### config.mk
export PLATFORM = sky130hd
export DESIGN_NAME = csr_top
export DESIGN_NICKNAME = d
export VERILOG_FILES = /design/src/source/csr_bus_pkg.sv /design/src/source/csr_isa_pkg.sv /design/src/source/csr_arbiter.sv /design/src/source/csr_host_port.sv /design/src/source/csr_regfile.sv /design/src/source/csr_top.sv /design/src/source/csr_zicsr_unit.sv
export VERILOG_INCLUDE_DIRS = /design/src /design/src/source
export SDC_FILE = /design/constraint.sdc
export NUM_CORES = 1
export LEC_CHECK = 0
export ABC_AREA = 1
export BUFFER_PORTS_ARGS = -buffer_cell sky130_fd_sc_hd__buf_2
export CORE_ASPECT_RATIO = 2
export CORE_MARGIN = 1
export CORE_UTILIZATION = 28
export CTS_BUF_LIST = sky130_fd_sc_hd__clkbuf_2 sky130_fd_sc_hd__clkbuf_4 sky130_fd_sc_hd__clkbuf_8
export DETAILED_ROUTE_END_ITERATION = 8
export GPL_ROUTABILITY_DRIVEN = 0
export SLEW_MARGIN = 30
export SYNTH_ARGS = -nofsm -noshare
export SYNTH_HDL_FRONTEND = slang
export SYNTH_HIERARCHICAL = 1
export SYNTH_SLANG_ARGS = --single-unit
### constraint.sdc
create_clock -name clk -period 6.9 [get_ports clk]
set_clock_uncertainty 0.05 [all_clocks]
set_input_delay 0.69 -clock clk [delete_from_list [all_inputs] [get_ports clk]]
set_output_delay 0.69 -clock clk [all_outputs]
set_load 0.02 [all_outputs]
### src/source/csr_consts.svh
//////////////////////////////////////////////////////////////////////
// widths and reset values of the machine CSR block
// include wherever a port width or a constant register value is needed
//////////////////////////////////////////////////////////////////////

`ifndef CSR_CONSTS_SVH
`define CSR_CONSTS_SVH

// datapath width, RV32 only
`define CSR_XLEN 32

// CSR address field of the Zicsr instructions
`define CSR_AW 12

// misa: MXL=1 in bits 31:30, extension bit I (8) set
`define CSR_MISA_VAL 32'h4000_0100

// mtvec after reset, direct mode so bits 1:0 stay zero
`define CSR_MTVEC_RST 32'h0000_0100

`endif

### src/source/csr_bus_pkg.sv
//////////////////////////////////////////////////////////////////////
// CSR bus types shared by the arbiter and its masters
//////////////////////////////////////////////////////////////////////

package csr_bus_pkg;

  // bus masters, used as the mux select
  typedef enum logic {
    MST_CORE = 1'b0,  // Zicsr unit
    MST_HOST = 1'b1   // debug/host port
  } bus_master_t;

  // round-robin state, who wins the next tie
  typedef enum logic {
    PRIO_CORE = 1'b0,
    PRIO_HOST = 1'b1
  } arb_state_t;

endpackage

### src/source/csr_isa_pkg.sv
//////////////////////////////////////////////////////////////////////
// ISA level types of the Zicsr extension
// opcodes, operand sources and the implemented machine CSR addresses
//////////////////////////////////////////////////////////////////////

`include "csr_consts.svh"

package csr_isa_pkg;

  // funct3[1:0] of the Zicsr instructions, 00 left over for a plain read
  typedef enum logic [1:0] {
    CSR_NOP = 2'b00,  // read only, no write
    CSR_RW  = 2'b01,  // csrrw / csrrwi
    CSR_SET = 2'b10,  // csrrs / csrrsi
    CSR_CLR = 2'b11   // csrrc / csrrci
  } csr_op_t;

  // funct3[2], where the operand comes from
  typedef enum logic {
    CSR_REG = 1'b0,  // rs1 value
    CSR_IMM = 1'b1   // 5-bit zimm, zero extended
  } csr_src_t;

  // machine level registers that exist here
  typedef enum logic [`CSR_AW-1:0] {
    MSTATUS  = 12'h300,
    MISA     = 12'h301,
    MTVEC    = 12'h305,
    MSCRATCH = 12'h340,
    MEPC     = 12'h341,
    MCAUSE   = 12'h342
  } csr_addr_t;

endpackage

### src/source/csr_arbiter.sv
//////////////////////////////////////////////////////////////////////
// round-robin arbiter between the core and host CSR masters
// grants are combinational and only while the register file is ready
//////////////////////////////////////////////////////////////////////

`timescale 1ns/1ps

`include "csr_consts.svh"

module csr_arbiter (
  input  logic                 clk,
  input  logic                 rst,
  // core master
  input  logic                 core_req_i,
  input  csr_isa_pkg::csr_op_t core_op_i,
  input  logic [`CSR_AW-1:0]   core_adr_i,
  input  logic [`CSR_XLEN-1:0] core_opd_i,
  output logic                 core_gnt_o,
  output logic [`CSR_XLEN-1:0] core_rdata_o,
  // host master
  input  logic                 host_req_i,
  input  csr_isa_pkg::csr_op_t host_op_i,
  input  logic [`CSR_AW-1:0]   host_adr_i,
  input  logic [`CSR_XLEN-1:0] host_opd_i,
  output logic                 host_gnt_o,
  output logic [`CSR_XLEN-1:0] host_rdata_o,
  // register file side
  input  logic                 bus_ready_i,  // low in trap/mret cycles
  output logic                 bus_we_o,     // granted access
  output csr_isa_pkg::csr_op_t bus_op_o,
  output logic [`CSR_AW-1:0]   bus_adr_o,
  output logic [`CSR_XLEN-1:0] bus_opd_o,
  input  logic [`CSR_XLEN-1:0] bus_rdata_i
);

  import csr_isa_pkg::*;
  import csr_bus_pkg::*;

  arb_state_t  prio;      // tie winner
  bus_master_t sel;       // who owns the bus this cycle
  logic        core_win;  // core beats host
  logic        tie;

  //////////////////////////////////////////////////////////////////////
  // grant
  //////////////////////////////////////////////////////////////////////

  assign tie      = core_req_i && host_req_i;
  assign core_win = core_req_i && (!host_req_i || prio == PRIO_CORE);
  assign sel      = core_win ? MST_CORE : MST_HOST;

  assign core_gnt_o = bus_ready_i && core_win;
  assign host_gnt_o = bus_ready_i && host_req_i && !core_win;
  assign bus_we_o   = core_gnt_o || host_gnt_o;

  // flip only when a tie was actually served
  always_ff @(posedge clk or posedge rst) begin
    if (rst) begin
      prio <= PRIO_CORE;
    end else if (tie && bus_ready_i) begin
      prio <= (prio == PRIO_CORE) ? PRIO_HOST : PRIO_CORE;
    end
  end

  //////////////////////////////////////////////////////////////////////
  // bus mux and read data fan-out
  //////////////////////////////////////////////////////////////////////

  always_comb begin
    case (sel)
      MST_CORE: begin
        bus_op_o  = core_op_i;
        bus_adr_o = core_adr_i;
        bus_opd_o = core_opd_i;
      end
      default: begin
        bus_op_o  = host_op_i;
        bus_adr_o = host_adr_i;
        bus_opd_o = host_opd_i;
      end
    endcase
  end

  // masters sample only on their own grant
  assign core_rdata_o = bus_rdata_i;
  assign host_rdata_o = bus_rdata_i;

  // a waiting master keeps its request and address up
  a_core_hold: assert property (@(posedge clk) disable iff (rst)
    core_req_i && !core_gnt_o |=> core_req_i && $stable(core_adr_i))
    else $error("arbiter: core request dropped before its grant");

  a_host_hold: assert property (@(posedge clk) disable iff (rst)
    host_req_i && !host_gnt_o |=> host_req_i && $stable(host_adr_i))
    else $error("arbiter: host request dropped before its grant");

endmodule

### src/source/csr_host_port.sv
//////////////////////////////////////////////////////////////////////
// host/debug side CSR bus master, one read or write at a time
// pulse host_rd_i or host_wr_i, result comes with host_ack_o
//////////////////////////////////////////////////////////////////////

`timescale 1ns/1ps

`include "csr_consts.svh"

module csr_host_port (
  input  logic                 clk,
  input  logic                 rst,
  // host access
  input  logic                 host_rd_i,     // read pulse
  input  logic                 host_wr_i,     // write pulse
  input  logic [`CSR_AW-1:0]   host_adr_i,
  input  logic [`CSR_XLEN-1:0] host_wdata_i,
  // CSR bus request side
  output logic                 req_o,
  output csr_isa_pkg::csr_op_t op_o,
  output logic [`CSR_AW-1:0]   adr_o,
  output logic [`CSR_XLEN-1:0] opd_o,
  input  logic                 gnt_i,
  input  logic [`CSR_XLEN-1:0] rdata_i,
  // completion
  output logic                 host_ack_o,
  output logic [`CSR_XLEN-1:0] host_rdata_o
);

  import csr_isa_pkg::*;

  logic accept;  // access taken this edge

  assign accept = (host_rd_i || host_wr_i) && !req_o;

  always_ff @(posedge clk or posedge rst) begin
    if (rst) begin
      req_o      <= 1'b0;
      host_ack_o <= 1'b0;
    end else begin
      host_ack_o <= req_o && gnt_i;
      if (accept) begin
        req_o <= 1'b1;
      end else if (gnt_i) begin
        req_o <= 1'b0;
      end
    end
  end

  // payload, a write is a plain RW, a read never writes
  always_ff @(posedge clk) begin
    if (accept) begin
      op_o  <= host_wr_i ? CSR_RW : CSR_NOP;
      adr_o <= host_adr_i;
      opd_o <= host_wdata_i;
    end
    if (req_o && gnt_i) begin
      host_rdata_o <= rdata_i;
    end
  end

  a_rd_wr_excl: assert property (@(posedge clk) disable iff (rst)
    !(host_rd_i && host_wr_i))
    else $error("host: read and write in the same cycle");

  a_no_overrun: assert property (@(posedge clk) disable iff (rst)
    (host_rd_i || host_wr_i) |-> !req_o)
    else $error("host: access dropped, port still busy");

endmodule

### src/source/csr_regfile.sv
//////////////////////////////////////////////////////////////////////
// machine mode CSRs: bus read-modify-write, trap entry and mret
// read is combinational, writes land on the edge of a granted cycle
//////////////////////////////////////////////////////////////////////

`timescale 1ns/1ps

`include "csr_consts.svh"

module csr_regfile (
  input  logic                 clk,
  input  logic                 rst,
  // CSR bus
  input  logic                 bus_we_i,     // granted access
  input  csr_isa_pkg::csr_op_t bus_op_i,
  input  logic [`CSR_AW-1:0]   bus_adr_i,
  input  logic [`CSR_XLEN-1:0] bus_opd_i,
  output logic [`CSR_XLEN-1:0] bus_rdata_o,  // old value
  output logic                 bus_ready_o,
  // trap control
  input  logic                 trap_i,
  input  logic [`CSR_XLEN-1:0] cause_i,
  input  logic [`CSR_XLEN-1:0] epc_i,
  input  logic                 mret_i,
  // to the fetch unit
  output logic [`CSR_XLEN-1:0] tvec_o,
  output logic [`CSR_XLEN-1:0] epc_o,
  output logic                 mie_o
);

  import csr_isa_pkg::*;

  // storage, mstatus is only two bits
  logic                 st_mie;
  logic                 st_mpie;
  logic [`CSR_XLEN-1:0] mtvec;
  logic [`CSR_XLEN-1:0] mscratch;
  logic [`CSR_XLEN-1:0] mepc;
  logic [`CSR_XLEN-1:0] mcause;

  logic [`CSR_XLEN-1:0] mstatus_rd;  // assembled view
  logic [`CSR_XLEN-1:0] wr_val;      // result of the op
  logic                 wr_en;

  //////////////////////////////////////////////////////////////////////
  // read decode
  //////////////////////////////////////////////////////////////////////

  always_comb begin
    mstatus_rd        = '0;
    mstatus_rd[12:11] = 2'b11;    // MPP, always machine
    mstatus_rd[7]     = st_mpie;
    mstatus_rd[3]     = st_mie;
  end

  always_comb begin
    case (bus_adr_i)
      MSTATUS:  bus_rdata_o = mstatus_rd;
      MISA:     bus_rdata_o = `CSR_MISA_VAL;
      MTVEC:    bus_rdata_o = mtvec;
      MSCRATCH: bus_rdata_o = mscratch;
      MEPC:     bus_rdata_o = mepc;
      MCAUSE:   bus_rdata_o = mcause;
      default:  bus_rdata_o = '0;  // unimplemented
    endcase
  end

  // read-modify-write on the old value
  always_comb begin
    case (bus_op_i)
      CSR_RW:  wr_val = bus_opd_i;
      CSR_SET: wr_val = bus_rdata_o | bus_opd_i;
      CSR_CLR: wr_val = bus_rdata_o & ~bus_opd_i;
      default: wr_val = bus_rdata_o;
    endcase
  end

  assign wr_en       = bus_we_i && (bus_op_i != CSR_NOP);
  assign bus_ready_o = !(trap_i || mret_i);  // bus stalls for trap/mret

  //////////////////////////////////////////////////////////////////////
  // register update
  //////////////////////////////////////////////////////////////////////

  always_ff @(posedge clk or posedge rst) begin
    if (rst) begin
      st_mie   <= 1'b0;
      st_mpie  <= 1'b0;
      mtvec    <= `CSR_MTVEC_RST;
      mscratch <= '0;
      mepc     <= '0;
      mcause   <= '0;
    end else if (trap_i) begin
      mepc    <= {epc_i[`CSR_XLEN-1:2], 2'b00};
      mcause  <= cause_i;
      st_mpie <= st_mie;  // stack the enable
      st_mie  <= 1'b0;
    end else if (mret_i) begin
      st_mie  <= st_mpie;
      st_mpie <= 1'b1;
    end else if (wr_en) begin
      case (bus_adr_i)
        MSTATUS: begin
          st_mie  <= wr_val[3];
          st_mpie <= wr_val[7];
        end
        MTVEC:    mtvec    <= {wr_val[`CSR_XLEN-1:2], 2'b00};  // direct only
        MSCRATCH: mscratch <= wr_val;
        MEPC:     mepc     <= {wr_val[`CSR_XLEN-1:2], 2'b00};
        MCAUSE:   mcause   <= wr_val;
        default: ;  // misa and unknown addresses
      endcase
    end
  end

  assign tvec_o = mtvec;
  assign epc_o  = mepc;
  assign mie_o  = st_mie;

  // trap and mret come from different pipeline events
  a_trap_mret: assert property (@(posedge clk) disable iff (rst)
    !(trap_i && mret_i))
    else $error("regfile: trap and mret together");

endmodule

### src/source/csr_top.sv
//////////////////////////////////////////////////////////////////////
// machine CSR block with its core and host masters
// both masters share the register file through the arbiter
//////////////////////////////////////////////////////////////////////

`timescale 1ns/1ps

`include "csr_consts.svh"

module csr_top (
  input  logic                  clk,
  input  logic                  rst,
  // Zicsr commands
  input  logic                  csr_valid_i,
  input  csr_isa_pkg::csr_op_t  csr_op_i,
  input  csr_isa_pkg::csr_src_t csr_src_i,
  input  logic [`CSR_AW-1:0]    csr_adr_i,
  input  logic [4:0]            csr_imm_i,
  input  logic [`CSR_XLEN-1:0]  csr_rs1_i,
  output logic                  csr_done_o,
  output logic [`CSR_XLEN-1:0]  csr_rd_o,
  // host port
  input  logic                  host_rd_i,
  input  logic                  host_wr_i,
  input  logic [`CSR_AW-1:0]    host_adr_i,
  input  logic [`CSR_XLEN-1:0]  host_wdata_i,
  output logic                  host_ack_o,
  output logic [`CSR_XLEN-1:0]  host_rdata_o,
  // traps
  input  logic                  trap_i,
  input  logic [`CSR_XLEN-1:0]  cause_i,
  input  logic [`CSR_XLEN-1:0]  epc_i,
  input  logic                  mret_i,
  output logic [`CSR_XLEN-1:0]  tvec_o,
  output logic [`CSR_XLEN-1:0]  epc_o,
  output logic                  mie_o
);

  import csr_isa_pkg::*;

  // core master to arbiter
  logic                 core_req, core_gnt;
  csr_op_t              core_op;
  logic [`CSR_AW-1:0]   core_adr;
  logic [`CSR_XLEN-1:0] core_opd, core_rdata;
  // host master to arbiter
  logic                 host_req, host_gnt;
  csr_op_t              host_op;
  logic [`CSR_AW-1:0]   host_adr;
  logic [`CSR_XLEN-1:0] host_opd, host_rdata;
  // shared bus
  logic                 bus_we, bus_ready;
  csr_op_t              bus_op;
  logic [`CSR_AW-1:0]   bus_adr;
  logic [`CSR_XLEN-1:0] bus_opd, bus_rdata;

  csr_zicsr_unit u_zicsr (
    .clk, .rst,
    .csr_valid_i, .csr_op_i, .csr_src_i, .csr_adr_i, .csr_imm_i, .csr_rs1_i,
    .req_o (core_req), .op_o (core_op), .adr_o (core_adr), .opd_o (core_opd),
    .gnt_i (core_gnt), .rdata_i (core_rdata),
    .csr_done_o, .csr_rd_o
  );

  csr_host_port u_host (
    .clk, .rst,
    .host_rd_i, .host_wr_i, .host_adr_i, .host_wdata_i,
    .req_o (host_req), .op_o (host_op), .adr_o (host_adr), .opd_o (host_opd),
    .gnt_i (host_gnt), .rdata_i (host_rdata),
    .host_ack_o, .host_rdata_o
  );

  csr_arbiter u_arb (
    .clk, .rst,
    .core_req_i (core_req), .core_op_i (core_op), .core_adr_i (core_adr),
    .core_opd_i (core_opd), .core_gnt_o (core_gnt), .core_rdata_o (core_rdata),
    .host_req_i (host_req), .host_op_i (host_op), .host_adr_i (host_adr),
    .host_opd_i (host_opd), .host_gnt_o (host_gnt), .host_rdata_o (host_rdata),
    .bus_ready_i (bus_ready), .bus_we_o (bus_we), .bus_op_o (bus_op),
    .bus_adr_o (bus_adr), .bus_opd_o (bus_opd), .bus_rdata_i (bus_rdata)
  );

  csr_regfile u_regs (
    .clk, .rst,
    .bus_we_i (bus_we), .bus_op_i (bus_op), .bus_adr_i (bus_adr),
    .bus_opd_i (bus_opd), .bus_rdata_o (bus_rdata), .bus_ready_o (bus_ready),
    .trap_i, .cause_i, .epc_i, .mret_i,
    .tvec_o, .epc_o, .mie_o
  );

endmodule

### src/source/csr_zicsr_unit.sv
//////////////////////////////////////////////////////////////////////
// core side CSR bus master, runs one Zicsr command at a time
// pulse csr_valid_i, wait for csr_done_o, old value on csr_rd_o
//////////////////////////////////////////////////////////////////////

`timescale 1ns/1ps

`include "csr_consts.svh"

module csr_zicsr_unit (
  input  logic                  clk,
  input  logic                  rst,
  // command from the execute stage
  input  logic                  csr_valid_i,  // one cycle pulse
  input  csr_isa_pkg::csr_op_t  csr_op_i,
  input  csr_isa_pkg::csr_src_t csr_src_i,
  input  logic [`CSR_AW-1:0]    csr_adr_i,
  input  logic [4:0]            csr_imm_i,    // zimm field
  input  logic [`CSR_XLEN-1:0]  csr_rs1_i,
  // CSR bus request side
  output logic                  req_o,
  output csr_isa_pkg::csr_op_t  op_o,
  output logic [`CSR_AW-1:0]    adr_o,
  output logic [`CSR_XLEN-1:0]  opd_o,
  input  logic                  gnt_i,
  input  logic [`CSR_XLEN-1:0]  rdata_i,      // old register value
  // completion
  output logic                  csr_done_o,
  output logic [`CSR_XLEN-1:0]  csr_rd_o
);

  import csr_isa_pkg::*;

  logic [`CSR_XLEN-1:0] opd_sel;  // operand before latching
  logic                 accept;   // new command taken this edge

  // operand select, immediate is zero extended
  always_comb begin
    case (csr_src_i)
      CSR_IMM: opd_sel = {{(`CSR_XLEN-5){1'b0}}, csr_imm_i};
      default: opd_sel = csr_rs1_i;
    endcase
  end

  assign accept = csr_valid_i && !req_o;  // pulses while busy are lost

  // request and done, control state
  always_ff @(posedge clk or posedge rst) begin
    if (rst) begin
      req_o      <= 1'b0;
      csr_done_o <= 1'b0;
    end else begin
      csr_done_o <= req_o && gnt_i;  // one cycle after the grant
      if (accept) begin
        req_o <= 1'b1;
      end else if (gnt_i) begin
        req_o <= 1'b0;
      end
    end
  end

  // command payload, held until granted
  always_ff @(posedge clk) begin
    if (accept) begin
      op_o  <= csr_op_i;
      adr_o <= csr_adr_i;
      opd_o <= opd_sel;
    end
    if (req_o && gnt_i) begin
      csr_rd_o <= rdata_i;  // old value for rd
    end
  end

  // the pipeline must not issue a second CSR op before done
  a_no_overrun: assert property (@(posedge clk) disable iff (rst)
    csr_valid_i |-> !req_o)
    else $error("zicsr: command dropped, unit still busy");

endmodule

# After elaboration in Yosys (flattened, before gate mapping)
# Index checks and enable logic that the tools add are counted.
[classes]
eq_ne = 10
n_mux = 28
bitwise_logic = 6
reduce_logical = 32
[ops]
columns = ["cell", "n"]
rows = [
  ["$mux 32", 9],
  ["$pmux 32 s6", 1],
  ["$pmux 32 s3", 1],
  ["$eq 12x10->1 const B", 6],
  ["$and 32x32->32", 1],
  ["$not 32->32", 1],
  ["$or 32x32->32", 1],
  ["$mux 1", 14],
  ["$mux 12", 1],
  ["$reduce_bool 2->1", 6],
  ["$logic_and 1x1->1", 11],
  ["$reduce_and 4->1", 2],
  ["$reduce_and 3->1", 2],
  ["$reduce_bool 3->1", 2],
  ["$mux 5", 1],
  ["$eq 2x2->1 const B", 2],
  ["$logic_not 1->1", 4],
  ["$logic_or 1x1->1", 4],
  ["$not 1->1", 3],
  ["$eq 2x1->1 const B", 1],
  ["$mux 2", 1],
  ["$ne 2x2->1 const B", 1],
  ["$reduce_and 2->1", 1],
]
[word_totals]
regBits = 289

# Longest topological paths before layout
[logic_depth]
ltp_word = 12
mapped_depth = 18

# Modules after synthesis
# Netlist, hierarchy kept.
[modules_own_cells]
columns = ["module", "n_inst", "cells_each", "area_per_inst_um2"]
rows = [
  ["csr_regfile", 1, 1108, 7843.8],
  ["csr_zicsr_unit", 1, 161, 2731.4],
  ["csr_host_port", 1, 90, 2414.8],
  ["csr_arbiter", 1, 231, 1265.0],
]

# Worst setup path after synthesis
# OpenSTA, ideal clock, no wires.
[synth_path]
kind = "input to register"
start = "input port csr_valid_i"
end = "register u_zicsr.adr_o[0], enable pin"
arrival_time_ps = 2663
required_time_ps = 6399
setup_slack_ps = 3736
path_stages = 2
cell_sequence = "inv_1 nor2_1"
[synth_between]
elab_chain_cells = 1
[synth_lines]
columns = ["element", "line", "rtl"]
rows = [
  ["start, declared", "csr_top.sv:14", "input logic csr_valid_i,"],
  ["$logic_and 1x1->1", "csr_zicsr_unit.sv:45", "assign accept = csr_valid_i && !req_o;"],
  ["named net u_zicsr.accept", "csr_zicsr_unit.sv:35", "logic accept;"],
  ["end signal, assigned", "csr_zicsr_unit.sv:66", "adr_o <= csr_adr_i;"],
  ["end, declared", "csr_zicsr_unit.sv:23", "output logic [`CSR_AW-1:0] adr_o,"],
]
# The timed path passes the listed nets, and every way through them passes these cells.
# A chain may end at the register's enable or synchronous reset.

# Worst setup path after layout
[layout_path]
start = "register u_host.req_o"
end = "register u_regs.mcause[22]"
[layout_between]
elab_chain_cells = 12
[layout_lines]
columns = ["element", "line", "rtl"]
rows = [
  ["start, declared", "csr_host_port.sv:19", "output logic req_o,"],
  ["start signal, assigned", "csr_host_port.sv:38", "req_o <= 1'b0;"],
  ["start signal, assigned", "csr_host_port.sv:43", "req_o <= 1'b1;"],
  ["start signal, assigned", "csr_host_port.sv:45", "req_o <= 1'b0;"],
  ["$logic_not 1->1 (*)", "csr_arbiter.sv:49", "assign core_win = core_req_i && (!host_req_i || prio == PRIO_CORE);"],
  ["$logic_or 1x1->1 (*)", "csr_arbiter.sv:49", ""],
  ["$logic_and 1x1->1 (*)", "csr_arbiter.sv:49", ""],
  ["$mux 12 (*)", "csr_arbiter.sv:70", "case (sel)"],
  ["named net bus_adr[6]", "csr_top.sv:54", "logic [`CSR_AW-1:0] bus_adr;"],
  ["$eq 12x10->1 (on tied branches)", "csr_regfile.sv:57, csr_regfile.sv:102", ""],
  ["$pmux 32 s6", "csr_regfile.sv:57", "case (bus_adr_i)"],
  ["$and 32x32->32 or $or 32x32->32 (tied branches)", "csr_regfile.sv:73, csr_regfile.sv:72", ""],
  ["$pmux 32 s3", "csr_regfile.sv:70", "case (bus_op_i)"],
  ["$mux 32", "csr_regfile.sv:102", "case (bus_adr_i)"],
  ["$mux 32", "csr_regfile.sv:101", "end else if (wr_en) begin"],
  ["$mux 32", "csr_regfile.sv:98", "end else if (mret_i) begin"],
  ["$mux 32", "csr_regfile.sv:93", "end else if (trap_i) begin"],
  ["end signal, assigned", "csr_regfile.sv:95", "mcause <= cause_i;"],
  ["end signal, assigned", "csr_regfile.sv:110", "MCAUSE: mcause <= wr_val;"],
  ["end, declared", "csr_regfile.sv:39", "logic [`CSR_XLEN-1:0] mcause;"],
]
# The timed path passes the listed nets; every way through them passes the cells marked *. The select of a mux whose other input is x is not followed.

==> results.json <==
{
  "io_buffer_count": 291,
  "die_x_um": 162,
  "ys.warnings.count": 6,
  "routed_via_density": 4.69,
  "synth_cell_types": 37,
  "drive_above_1_share_pct": 27.2,
  "maxSlewHeadroom_pct": 38.6,
  "routed_wl_um": 47000,
  "start_kind": "flip-flop",
  "power_density_nw_per_um2": 319,
  "numCtsBuffers": 44,
  "insertion_delay_ns": 0.64,
  "tns_ns": 0,
  "p_leak_nw": 7.99,
  "antenna_found_initial": 4,
  "syn_inst": 1590,
  "wl_per_cell_um": 18.9,
  "intPower_mw": 3.23,
  "drtIter0Drc": 623,
  "drv_cap": 0,
  "p_clk_share_pct": 29.0,
  "dp.cells": 2397,
  "syn_to_final_growth_pct": 16.6,
  "overflow": 0,
  "cts_tree": "yes",
  "final_cell_mix": "nand2_1, buf_2, nand3_1",
  "status": "finished clean",
  "dieArea_um2": 51900,
  "layout.cells.non_filler": 2483,
  "worstPathArrival_ns": 5.08,
  "cpMostUsedCell": "nand2_1",
  "finalHoldViolCount": 0,
  "fin_nets": 1964,
  "die_y_um": 321,
  "yosysSeqAreaShare_pct": 55.7,
  "setup_viol": 0,
  "htreeDepth": 2,
  "synth.ff_latch_count": 286,
  "required_ns": 7.38,
  "rows": 116,
  "finalCritPeriodShare_pct": 66.7,
  "track_usage_pct": 18.1,
  "start_util_pct": 28.4,
  "swShare_pct": 39.1,
  "cts.clk_slew.worst_paths_ns": 0.07,
  "seq_power_share_pct": 39.4,
  "firstDrtPassIters": 7,
  "drv_slew": 0,
  "grt_pass1_wl_um": 69600,
  "cts.sink_count": 286,
  "fin_crit_ns": 4.60,
  "dr_total_vias": 11651,
  "rsz0062_at_grt": "no",
  "worst_setup_path_end_kind": "flip-flop",
  "max_freq_mhz": 217,
  "switchingPower_mw": 2.07,
  "dpl.hpwl_um": 33000,
  "root_buffer": "clkbuf_8",
  "core_area_um2": 50200,
  "drc": 0,
  "synthesis.area_um2": 14300,
  "cts_resized": 0,
  "power_frac_comb_pct": 31.7,
  "critPathBufInv": 4,
  "holdCritPathClass": "in2reg",
  "cpLargestDelayFamily": "simple AND/OR/NAND/NOR gates",
  "ir_worst_vdd_mv": 0.135,
  "cts_buffer_depth": 3,
  "grt_pass1_vias": 11507,
  "worstMarginPinSlew_ns": 0.921,
  "cpPeakStageDelay_ns": 0.64,
  "cp_slowest_cell": "nor2_8",
  "io_pins": 298,
  "crit_path_cell_trace": "nand2_2 > buf_4 > nand3_1 > nand2_1 > inv_1 > nor2_1 > nand2_1 > nor2_8 > nand2_4 > inv_2 > nand2_2 > nor2_4 > buf_16 > nand2_1 > nand3_1",
  "ant_nets": 0,
  "grt_max_degree": 68,
  "crit_type": "reg2reg",
  "r2r_slack_ns": 2.30,
  "final_common_cell": "nand2_1",
  "syn_area_per_cell_um2": 8.97,
  "cp_max_fo": 48
}
-- metal layers --
metal / share of wire, % / track usage (%) / up-vias / routed length, µm
met4: 5.4 / 10.4 / 6 / 2520
met2: 50 / 31.6 / 500 / 23700
li1: - / - / 5534 / -
met5: 0.062 / 0 / - / 29
met3: 6.0 / 3.02 / 142 / 2840
met1: 38 / 20.7 / 5469 / 17900
-- Yosys cell counts (all sizes together) --
cell type	number	area share, %
clkbuf	25	0.66
inv	125	3.3
o2111ai	14	0.86
buf	127	6.8
a31oi	15	0.66
nand4	3	0.18
dfstp	1	0.18
a211o	1	0.061
dfrtp	130	23
or2	1	0.044
conb	2	0.053
o21ai	127	5.1
clkinv	2	0.053
edfxtp	155	33
nor2	71	2.5
a21oi	11	0.39
nand3	190	6.7
nor4	1	0.044
nand2	588	17
o21a	1	0.053
-- state kept, by name (all words and copies together) (netlist names), 2 cells and up --
signal               cells
u_regs/tvec_o           30
u_zicsr/op_o             2
u_host/adr_o            12
u_regs/mscratch         32
u_host/host_rdata_o     32
u_regs/epc_o            30
u_zicsr/opd_o           32
u_host/opd_o            32
u_zicsr/csr_rd_o        32
u_zicsr/adr_o           12
u_regs/mcause           32
-- repair_timing --
action	4_1_cts	5_1_grt
setup buffers	0	0
hold endpoints to repair	5	0
hold buffers	1	0
-- power groups by stage --
stage	Clock (mW)	Sequential (mW)	Combinational, mW
3_3_place_gp	0	2.12	1.66
3_5_place_dp	0	2.12	1.68
5_1_grt	1.65	2.10	1.83
2_1_floorplan	0	2.18	1.07
6_report	1.53	2.09	1.68
4_1_cts	1.59	2.09	1.69
-- kinds of logic after synthesis --
| kind of cell | Yosys count | share of synthesized area [%] |
|---|---|---|
| buffers and inverters | 279 | 10.9 |
| flip-flops | 286 | 55.7 |
| AO/OA/AOI/OAI | 169 | 7.11 |
| other | 2 | 0.0527 |
| AND/OR/NAND/NOR | 854 | 26.3 |
-- per-stage QoR --
stage,util [%],total power [mW],hold slack (ns),instance area (µm²),setup WS [ns]
finish,33.1,5.30,0.200,16600,2.30
global placement,31.1,3.78,0.413,15600,2.15
CTS,33.0,5.37,0.135,16600,2.08
floorplan,-,3.25,0.369,14300,2.81
detailed placement,31.1,3.80,0.419,15600,2.13
global route,33.1,5.58,0.162,16600,1.93
-- final timing paths --
kind,from,cells after the start,end
max in group asynchronous,rst,4,u_regs/mscratch[29]
min,host_wdata_i[23],1,u_host/opd_o[23]
min reg2reg,u_regs/tvec_o[8],2,u_regs/tvec_o[8]
min in group asynchronous,rst,3,u_arb/prio
max reg2reg,u_host/req_o,15,u_regs/mcause[22]
max,u_host/req_o,15,u_regs/mcause[22]
-- layout make-up --
class | count | area, µm²
well taps | 649 | 812
diodes | 2 | 5.00
fillers | 5334 | 33600
flip-flops and latches | 286 | 7940
clock inverters | 20 | 180
multi-input cells | 1028 | 4800
inverters | 127 | 488
clock buffers | 61 | 739
repair buffers | 310 | 1660
Power figures use the tool's default switching activity.
